[config.mk]
export PLATFORM = sky130hd
export DESIGN_NAME = dmaDatapath
export DESIGN_NICKNAME = d
export VERILOG_FILES = /design/src/dmaPkg.sv /design/src/chanCtrlIf.sv /design/src/dmaRegIf.sv /design/src/dmaDatapath.sv /design/src/controlRegs.sv /design/src/channelRegs.sv /design/src/cpuBusPort.sv
export SDC_FILE = /design/constraint.sdc
export NUM_CORES = 1
export LEC_CHECK = 0
export BUFFER_PORTS_ARGS = -buffer_cell sky130_fd_sc_hd__clkbuf_2
export CAP_MARGIN = 25
export CORE_MARGIN = 2
export CORE_UTILIZATION = 30
export DETAILED_ROUTE_END_ITERATION = 10
export HOLD_SLACK_MARGIN = 0.08
export PLACE_DENSITY = 0.48
export REMOVE_ABC_BUFFERS = 1
export SLEW_MARGIN = 20
export SYNTH_ARGS = -nofsm -noshare
export SYNTH_HDL_FRONTEND = slang
export SYNTH_HIERARCHICAL = 1
export SYNTH_SLANG_ARGS = --single-unit
[constraint.sdc]
create_clock -name dma_if -period 5 [get_ports dma_if]
set_input_delay 0.25 -clock dma_if [delete_from_list [all_inputs] [get_ports dma_if]]
set_output_delay 0.25 -clock dma_if [all_outputs]
set_load 0.05 [all_outputs]
[src/dmaPkg.sv]
`default_nettype none

package dmaPkg;

  // CPU data byte and register address
  typedef logic [7:0]  dataByte_t;
  typedef logic [3:0]  regAddr_t;

  // Address and count registers
  typedef logic [15:0] word_t;
  typedef logic [1:0]  channel_t;

  localparam int NumChannels = 4;

  // Control register addresses
  // Channel n has its address at 2n and its count at 2n+1
  localparam regAddr_t AddrStatusCmd   = 4'd8;
  localparam regAddr_t AddrRequest     = 4'd9;
  localparam regAddr_t AddrSingleMask  = 4'd10;
  localparam regAddr_t AddrMode        = 4'd11;
  localparam regAddr_t AddrClearFf     = 4'd12;
  localparam regAddr_t AddrMasterClear = 4'd13;
  localparam regAddr_t AddrClearMask   = 4'd14;
  localparam regAddr_t AddrAllMask     = 4'd15;

  // Mode byte fields
  // Bits 1:0 of the mode byte pick the channel
  localparam int ModeAutoInitBit  = 4;
  localparam int ModeDecrementBit = 5;

  // Command byte
  localparam int CmdDisableBit = 2;

endpackage

`default_nettype wire
[src/chanCtrlIf.sv]
`default_nettype none

interface chanCtrlIf;

  // Per-channel settings from the control block
  logic [dmaPkg::NumChannels-1:0] autoInit;
  logic [dmaPkg::NumChannels-1:0] decrement;
  logic [dmaPkg::NumChannels-1:0] mask;
  logic                           disabled;

  // Terminal-count pulses from the channel block
  logic [dmaPkg::NumChannels-1:0] tc;

  modport ctrl (
    output autoInit, decrement, mask, disabled,
    input  tc
  );

  modport chan (
    input  autoInit, decrement, mask, disabled,
    output tc
  );

endinterface

`default_nettype wire

[src/dmaRegIf.sv]
`default_nettype none

interface dmaRegIf;

  // Access payload held for the length of one access
  dmaPkg::dataByte_t wrData;
  dmaPkg::channel_t  chan;
  logic              highByte;
  logic              wordSel;

  // Decoded single-cycle strobes
  logic wrChanReg;
  logic wrMode;
  logic wrCommand;
  logic wrRequest;
  logic wrSingleMask;
  logic wrAllMask;
  logic clearMask;
  logic masterClear;
  logic statusRead;

  // Read sources
  dmaPkg::word_t     chanWord;
  dmaPkg::dataByte_t statusByte;

  modport bus (
    output wrData, chan, highByte, wordSel,
    output wrChanReg, wrMode, wrCommand, wrRequest, wrSingleMask,
    output wrAllMask, clearMask, masterClear, statusRead,
    input  chanWord, statusByte
  );

  modport channel (
    input  wrData, chan, highByte, wordSel, wrChanReg, masterClear,
    output chanWord
  );

  modport ctrl (
    input  wrData, wrChanReg, wrMode, wrCommand, wrRequest, wrSingleMask,
    input  wrAllMask, clearMask, masterClear, statusRead,
    output statusByte
  );

endinterface

`default_nettype wire

[src/dmaDatapath.sv]
`default_nettype none

module dmaDatapath (
  input  wire logic                      dma_if,
  input  wire logic                      reset,
  input  wire logic                      csN,
  input  wire logic                      iorN,
  input  wire logic                      iowN,
  input  wire dmaPkg::regAddr_t          addrIn,
  input  wire dmaPkg::dataByte_t         dataIn,
  output dmaPkg::dataByte_t              dataOut,
  input  wire logic                      step,
  input  wire dmaPkg::channel_t          stepChannel,
  output dmaPkg::word_t                  addrOut,
  output logic [dmaPkg::NumChannels-1:0] tcOut,
  output logic [dmaPkg::NumChannels-1:0] maskOut
);

  dmaRegIf   regIf ();
  chanCtrlIf ctlIf ();

  cpuBusPort busPort (
    .dma_if  (dma_if),
    .reset   (reset),
    .csN     (csN),
    .iorN    (iorN),
    .iowN    (iowN),
    .addrIn  (addrIn),
    .dataIn  (dataIn),
    .dataOut (dataOut),
    .regs    (regIf.bus)
  );

  channelRegs chanRegs (
    .dma_if      (dma_if),
    .reset       (reset),
    .step        (step),
    .stepChannel (stepChannel),
    .addrOut     (addrOut),
    .regs        (regIf.channel),
    .ctl         (ctlIf.chan)
  );

  controlRegs ctrlRegs (
    .dma_if  (dma_if),
    .reset   (reset),
    .maskOut (maskOut),
    .regs    (regIf.ctrl),
    .ctl     (ctlIf.ctrl)
  );

  // Terminal count leaves the chip as issued
  assign tcOut = ctlIf.tc;

endmodule

`default_nettype wire

[src/controlRegs.sv]
`default_nettype none

module controlRegs (
  input  wire logic                      dma_if,
  input  wire logic                      reset,
  output logic [dmaPkg::NumChannels-1:0] maskOut,
  dmaRegIf.ctrl                          regs,
  chanCtrlIf.ctrl                        ctl
);

  dmaPkg::dataByte_t              modeReg [dmaPkg::NumChannels];
  dmaPkg::dataByte_t              command;
  logic [dmaPkg::NumChannels-1:0] request;
  logic [dmaPkg::NumChannels-1:0] mask;
  logic [dmaPkg::NumChannels-1:0] maskNext;
  logic [dmaPkg::NumChannels-1:0] tcStatus;
  dmaPkg::channel_t               selChan;

  // Mode, request and single mask all carry the channel in bits 1:0
  assign selChan = regs.wrData[1:0];

  always_ff @(posedge dma_if)
  begin
    if (reset || regs.masterClear)
    begin
      for (int i = 0; i < dmaPkg::NumChannels; i++)
        modeReg[i] <= '0;
      command <= '0;
      request <= '0;
    end
    else
    begin
      if (regs.wrMode)
        modeReg[selChan] <= regs.wrData;
      if (regs.wrCommand)
        command <= regs.wrData;
      if (regs.wrRequest)
        request[selChan] <= regs.wrData[2];
    end
  end

  always_comb
  begin
    maskNext = mask;
    if (regs.wrSingleMask)
      maskNext[selChan] = regs.wrData[2];
    if (regs.wrAllMask)
      maskNext = regs.wrData[3:0];
    if (regs.clearMask)
      maskNext = '0;
    // Channel without auto-initialize stops at terminal count
    maskNext = maskNext | (ctl.tc & ~ctl.autoInit);
  end

  always_ff @(posedge dma_if)
  begin
    if (reset || regs.masterClear)
      mask <= '1;
    else
      mask <= maskNext;
  end

  // New terminal count wins over the read clear
  always_ff @(posedge dma_if)
  begin
    if (reset || regs.masterClear)
      tcStatus <= '0;
    else
      tcStatus <= (regs.statusRead ? '0 : tcStatus) | ctl.tc;
  end

  always_comb
  begin
    for (int i = 0; i < dmaPkg::NumChannels; i++)
    begin
      ctl.autoInit[i]  = modeReg[i][dmaPkg::ModeAutoInitBit];
      ctl.decrement[i] = modeReg[i][dmaPkg::ModeDecrementBit];
    end
  end

  assign ctl.mask        = mask;
  assign ctl.disabled    = command[dmaPkg::CmdDisableBit];
  assign maskOut         = mask;
  assign regs.statusByte = {request, tcStatus};

  assert property (@(posedge dma_if) disable iff (reset)
    regs.masterClear |-> !(regs.wrChanReg || regs.wrMode || regs.wrCommand ||
                           regs.wrRequest || regs.wrSingleMask || regs.wrAllMask ||
                           regs.clearMask));

endmodule

`default_nettype wire

[src/channelRegs.sv]
`default_nettype none

module channelRegs (
  input  wire logic             dma_if,
  input  wire logic             reset,
  input  wire logic             step,
  input  wire dmaPkg::channel_t stepChannel,
  output dmaPkg::word_t         addrOut,
  dmaRegIf.channel              regs,
  chanCtrlIf.chan               ctl
);

  dmaPkg::word_t baseAddr  [dmaPkg::NumChannels];
  dmaPkg::word_t baseCount [dmaPkg::NumChannels];
  dmaPkg::word_t curAddr   [dmaPkg::NumChannels];
  dmaPkg::word_t curCount  [dmaPkg::NumChannels];

  logic          stepOk;
  logic          atTc;
  dmaPkg::word_t nextAddr;

  // Masked channels and a disabled controller ignore steps
  assign stepOk = step && !ctl.mask[stepChannel] && !ctl.disabled;
  assign atTc   = (curCount[stepChannel] == '0);

  assign nextAddr = ctl.decrement[stepChannel] ? curAddr[stepChannel] - 16'd1
                                               : curAddr[stepChannel] + 16'd1;

  always_ff @(posedge dma_if)
  begin
    if (reset || regs.masterClear)
    begin
      for (int i = 0; i < dmaPkg::NumChannels; i++)
      begin
        baseAddr[i]  <= '0;
        baseCount[i] <= '0;
        curAddr[i]   <= '0;
        curCount[i]  <= '0;
      end
      addrOut <= '0;
      ctl.tc  <= '0;
    end
    else
    begin
      ctl.tc <= '0;
      if (stepOk)
      begin
        addrOut <= curAddr[stepChannel];
        if (atTc)
          ctl.tc[stepChannel] <= 1'b1;
        // Auto-initialize reloads instead of wrapping
        if (atTc && ctl.autoInit[stepChannel])
        begin
          curAddr[stepChannel]  <= baseAddr[stepChannel];
          curCount[stepChannel] <= baseCount[stepChannel];
        end
        else
        begin
          curAddr[stepChannel]  <= nextAddr;
          curCount[stepChannel] <= curCount[stepChannel] - 16'd1;
        end
      end

      // CPU byte writes go to base and current alike
      if (regs.wrChanReg)
      begin
        if (regs.wordSel)
        begin
          if (regs.highByte)
          begin
            baseCount[regs.chan][15:8] <= regs.wrData;
            curCount[regs.chan][15:8]  <= regs.wrData;
          end
          else
          begin
            baseCount[regs.chan][7:0] <= regs.wrData;
            curCount[regs.chan][7:0]  <= regs.wrData;
          end
        end
        else
        begin
          if (regs.highByte)
          begin
            baseAddr[regs.chan][15:8] <= regs.wrData;
            curAddr[regs.chan][15:8]  <= regs.wrData;
          end
          else
          begin
            baseAddr[regs.chan][7:0] <= regs.wrData;
            curAddr[regs.chan][7:0]  <= regs.wrData;
          end
        end
      end
    end
  end

  // Readback of current address or count
  assign regs.chanWord = regs.wordSel ? curCount[regs.chan] : curAddr[regs.chan];

  assert property (@(posedge dma_if) disable iff (reset) $onehot0(ctl.tc));

  // A tc pulse belongs to the channel stepped one cycle before
  assert property (@(posedge dma_if) disable iff (reset)
    (ctl.tc != '0) |-> ($past(stepOk) && ctl.tc[$past(stepChannel)]));

endmodule

`default_nettype wire

[src/cpuBusPort.sv]
`default_nettype none

module cpuBusPort (
  input  wire logic              dma_if,
  input  wire logic              reset,
  input  wire logic              csN,
  input  wire logic              iorN,
  input  wire logic              iowN,
  input  wire dmaPkg::regAddr_t  addrIn,
  input  wire dmaPkg::dataByte_t dataIn,
  output dmaPkg::dataByte_t      dataOut,
  dmaRegIf.bus                   regs
);

  // Sampled CPU pins
  logic              csQ;
  logic              iorQ;
  logic              iowQ;
  dmaPkg::regAddr_t  addrQ;
  dmaPkg::dataByte_t dataQ;
  logic              accessPrev;

  logic accessNow;
  logic started;
  logic isWrite;
  logic isRead;

  // Address of the access in progress
  dmaPkg::regAddr_t accAddr;
  logic             rdStb;
  logic             clearFf;
  logic             chanAccess;

  always_ff @(posedge dma_if)
  begin
    if (reset)
    begin
      csQ        <= 1'b1;
      iorQ       <= 1'b1;
      iowQ       <= 1'b1;
      accessPrev <= 1'b0;
    end
    else
    begin
      csQ        <= csN;
      iorQ       <= iorN;
      iowQ       <= iowN;
      accessPrev <= accessNow;
    end
  end

  always_ff @(posedge dma_if)
  begin
    addrQ <= addrIn;
    dataQ <= dataIn;
  end

  // Only the first sampled cycle of a strobe counts
  assign accessNow = !csQ && (!iorQ || !iowQ);
  assign started   = accessNow && !accessPrev;
  assign isWrite   = started && !iowQ;
  assign isRead    = started && iowQ && !iorQ;

  always_ff @(posedge dma_if)
  begin
    if (reset)
    begin
      regs.wrChanReg    <= 1'b0;
      regs.wrCommand    <= 1'b0;
      regs.wrRequest    <= 1'b0;
      regs.wrSingleMask <= 1'b0;
      regs.wrMode       <= 1'b0;
      regs.wrAllMask    <= 1'b0;
      regs.clearMask    <= 1'b0;
      regs.masterClear  <= 1'b0;
      regs.statusRead   <= 1'b0;
      clearFf           <= 1'b0;
      rdStb             <= 1'b0;
      chanAccess        <= 1'b0;
    end
    else
    begin
      regs.wrChanReg    <= isWrite && !addrQ[3];
      regs.wrCommand    <= isWrite && (addrQ == dmaPkg::AddrStatusCmd);
      regs.wrRequest    <= isWrite && (addrQ == dmaPkg::AddrRequest);
      regs.wrSingleMask <= isWrite && (addrQ == dmaPkg::AddrSingleMask);
      regs.wrMode       <= isWrite && (addrQ == dmaPkg::AddrMode);
      regs.wrAllMask    <= isWrite && (addrQ == dmaPkg::AddrAllMask);
      regs.clearMask    <= isWrite && (addrQ == dmaPkg::AddrClearMask);
      regs.masterClear  <= isWrite && (addrQ == dmaPkg::AddrMasterClear);
      regs.statusRead   <= isRead && (addrQ == dmaPkg::AddrStatusCmd);
      clearFf           <= isWrite && (addrQ == dmaPkg::AddrClearFf);
      rdStb             <= isRead;
      chanAccess        <= started && !addrQ[3];
    end
  end

  always_ff @(posedge dma_if)
  begin
    if (started)
    begin
      accAddr     <= addrQ;
      regs.wrData <= dataQ;
    end
  end

  // Channel registers at 2n and 2n+1
  assign regs.chan    = accAddr[2:1];
  assign regs.wordSel = accAddr[0];

  // Byte pointer, low byte first
  always_ff @(posedge dma_if)
  begin
    if (reset || regs.masterClear || clearFf)
      regs.highByte <= 1'b0;
    else if (chanAccess)
      regs.highByte <= !regs.highByte;
  end

  always_ff @(posedge dma_if)
  begin
    if (reset || regs.masterClear)
      dataOut <= '0;
    else if (rdStb)
    begin
      if (!accAddr[3])
        dataOut <= regs.highByte ? regs.chanWord[15:8] : regs.chanWord[7:0];
      else if (accAddr == dmaPkg::AddrStatusCmd)
        dataOut <= regs.statusByte;
      else
        dataOut <= '0;
    end
  end

  // One register action per access
  assert property (@(posedge dma_if) disable iff (reset)
    $onehot0({regs.wrChanReg, regs.wrCommand, regs.wrRequest, regs.wrSingleMask,
              regs.wrMode, regs.wrAllMask, regs.clearMask, regs.masterClear,
              regs.statusRead, clearFf}));

endmodule

`default_nettype wire

==> impl_metrics.csv <==
group,metric,value,unit
global_routing,grt_max_degree,44,
cells_and_area,layout_commonest_cell,"edfxtp_1",
worst_setup_path,critical_path_class,"reg -> reg",
cells_and_area,nFillCells,5683,
min_path,min_path_cells,3,
floorplan,initial_core_util,30.32,%
placement,place_ws,878.8,ps
placement,place_area,0.01862,mm2
min_path,hp-class,"in -> reg",
sta,setup-violations-final,0,
yosys,synthArstFlopShare,0,%
cells_and_area,synthToLayoutAreaGrowth,15.19,%
clock_tree,postCtsSetupRepairBufs,0,
sta,min_period_over_period,76.54,%
route,dr.pass1.iters,6,
power,leakage,7.678,nW
yosys,yosys_warnings,6,
clock_tree,cts.sinks,346,
sta,fmax,0.2613,GHz
floorplan,io_pins,52,
route,drt_iter0_markers,1220,
power,p_total,6.994,mW
power,vdd_drop_max,0.2035,mV
route,wl_per_cell,25.45,um
clock_tree,root_buffer,"clkbuf_16",
global_routing,grt-ovfl-total,0,
yosys,ys_top_cells_by_area,"edfxtp_1, mux4_2, dfxtp_1",
yosys,avgSynthCellArea,13.29,um2
floorplan,fp-row-count,88,
floorplan,dieArea,0.06025,mm2
yosys,synth_ff_type,"edfxtp_1",
global_routing,grt_pass1_wl,80710,um
floorplan,coreArea,0.05770,mm2
yosys,yosysUniqueCellTypes,71,
worst_setup_path,worstPathMaxFanout,16,
clock_tree,clk_pin_slew_worst_paths,60,ps
clock_tree,cts_buffer_depth,3,
sta,rsz0062_at_grt,"false",
sta,hold_viol_final,0,
route,detail_route.vias_per_cell,5.449,
yosys,netlist.area_leader.share,47.39,%
route,ant_nets,0,
min_path,hold_start,"stepChannel[1]",
cells_and_area,drive_gt1_share,21.55,%
yosys,syn_inst,1316,
clock_tree,cts_max_level,2,
clock_tree,cts_resized,0,
global_routing,antenna_found_initial,1,
worst_setup_path,rr_worst_depth,8,
global_routing,grt_pass1_vias,11700,
global_routing,grtUsageTotal,18.38,%
sta,tns,0,ps
yosys,syn-cell-area,0.01749,mm2
outcome,status,"complete, no violations",
sta,worstMarginPinSlew,956.3,ps
yosys,yosysSeqAreaShare,55.40,%
cells_and_area,fin_area,0.02015,mm2
sta,maxSlewHeadroom,36.25,%
yosys,synth-edff-count,276,
cells_and_area,n_antenna_cell,0,
yosys,synth_area_leader_cell,"edfxtp_1",
worst_setup_path,crit_required,5300,ps
min_path,min_to,"chanRegs/ctl.tc[3]",
sta,clock-skew-final,16.21,ps
clock_tree,clk_latency,570,ps
route,vias,11860,
route,drc,0,
placement,io_buffer_count,51,
floorplan,die_w,245.5,um
sta,finalWorstSetupSlack,1173,ps
cells_and_area,final_cell_mix,"edfxtp_1, nand2_1, mux4_2, dfxtp_1, and2_1",
floorplan,fp.dieH,245.5,um
worst_setup_path,startpoint_type,"flip-flop",
cells_and_area,fin_cells,2176,
placement,dp_cells,2084,
yosys,synth_seq_cells,346,
placement,hpwl,38690,um
sta,drv_slew,0,
worst_setup_path,arrival,4130,ps
worst_setup_path,r2r_slack,1170,ps
clock_tree,cts_tree,"done",
cells_and_area,nets,1416,
sta,min_period,3827,ps
worst_setup_path,r2r-start,"ctrlRegs/modeReg[3][5]",
clock_tree,numCtsBuffers,40,
run,drv_cap,0,
power,p_per_area,347.2,mW/mm2
route,finalWirelength,55390,um
worst_setup_path,end_kind,"flip-flop",
placement,place_congestion,0.8458,
worst_setup_path,regToRegEndpoint,"chanRegs/curAddr[2][11]",
[worst max path at each step]
stage / start / to / cells after the start
after floorplan: busPort/regs.masterClear / chanRegs/curCount[3][0] / 6
after global placement: stepChannel[0] / chanRegs/curAddr[3][13] / 10
after detailed placement: stepChannel[0] / chanRegs/curAddr[3][13] / 10
after CTS: ctrlRegs/modeReg[1][5] / chanRegs/curAddr[3][13] / 8
after global routing: ctrlRegs/modeReg[3][5] / chanRegs/curAddr[3][13] / 8
final: ctrlRegs/modeReg[3][5] / chanRegs/curAddr[2][11] / 8
[timing repair]
item,CTS,global route
hold endpoints to repair,15,0
endpoints found under the setup margin,0,0
hold buffers,15,0
[synthesized netlist by cell type, types with 19 or more instances]
master    number
mux4_2        91
dfxtp_1       70
nor3_1        19
nand3_1       24
mux2i_1       44
a21oi_1       29
o21ai_0       26
a21o_1        42
edfxtp_1     276
and3_1        55
clkbuf_1      51
mux2_2        21
and2_1        69
nor2_1        64
o21bai_1      61
nand2_1       98
[cell type report]
type / instances / area [um2] / area share (%)
multi-input cells: 864 / 7345 / 36.45
clock buffers: 53 / 1157 / 5.744
well taps: 765 / 957.2 / 4.751
clock inverters: 21 / 163.9 / 0.8135
inverters: 18 / 67.56 / 0.3353
repair buffers: 109 / 768.2 / 3.813
flip-flops and latches: 346 / 9689 / 48.09
[routing by layer]
layer	global-route usage, %	part of all wire (%)	wire (um)
met5	0	0.023	13
met4	6.328	3.1	1742
met3	3.405	7.2	3986
met2	28.38	45	25140
met1	25.90	44	24510
[stage by stage]
step,utilization [%],hold WS [ps]
finish,34.92,137.9
global route,34.92,119.6
CTS,34.83,94.52
detailed placement,32.28,353.9
global placement,32.27,352.4
floorplan,-,277.7
[report_power, final]
group          leakage [nW]  switching, mW  total (mW)  internal (mW)
clock                 0.650           1.24        2.98           1.74
sequential             3.40         0.0569        3.26           3.20
combinational          3.63          0.478       0.759          0.281
[sequential cells by signal, indices dropped and copies added (netlist names), 8 cells and up]
register             flops
chanRegs/curAddr        64
chanRegs/curCount       64
chanRegs/baseCount      64
busPort/dataOut          8
busPort/dataQ            8
chanRegs/baseAddr       64
chanRegs/addrOut        16
ctrlRegs/modeReg         8
busPort/regs.wrData      8
[cells by family after synthesis]
family,Yosys count,synth area share [%]
flip-flops,346,55.40
AND/OR/NAND/NOR,418,12.88
XOR/XNOR,16,0.8012
buffers and inverters,106,2.768
multiplexers,164,16.73
adder cells (fa/ha/maj),17,1.259
AO/OA/AOI/OAI,249,10.17
[critical path: stages, from the launching register on]
cell and delay (ps):
edfxtp_1 350, mux4_2 740, ha_1 470, a211o_1 300, a2111oi_0 600, a211oi_1 150, or3_1 380, a31oi_1 430
o21bai_1 140
No activity file was read; power rests on OpenSTA's default activity.
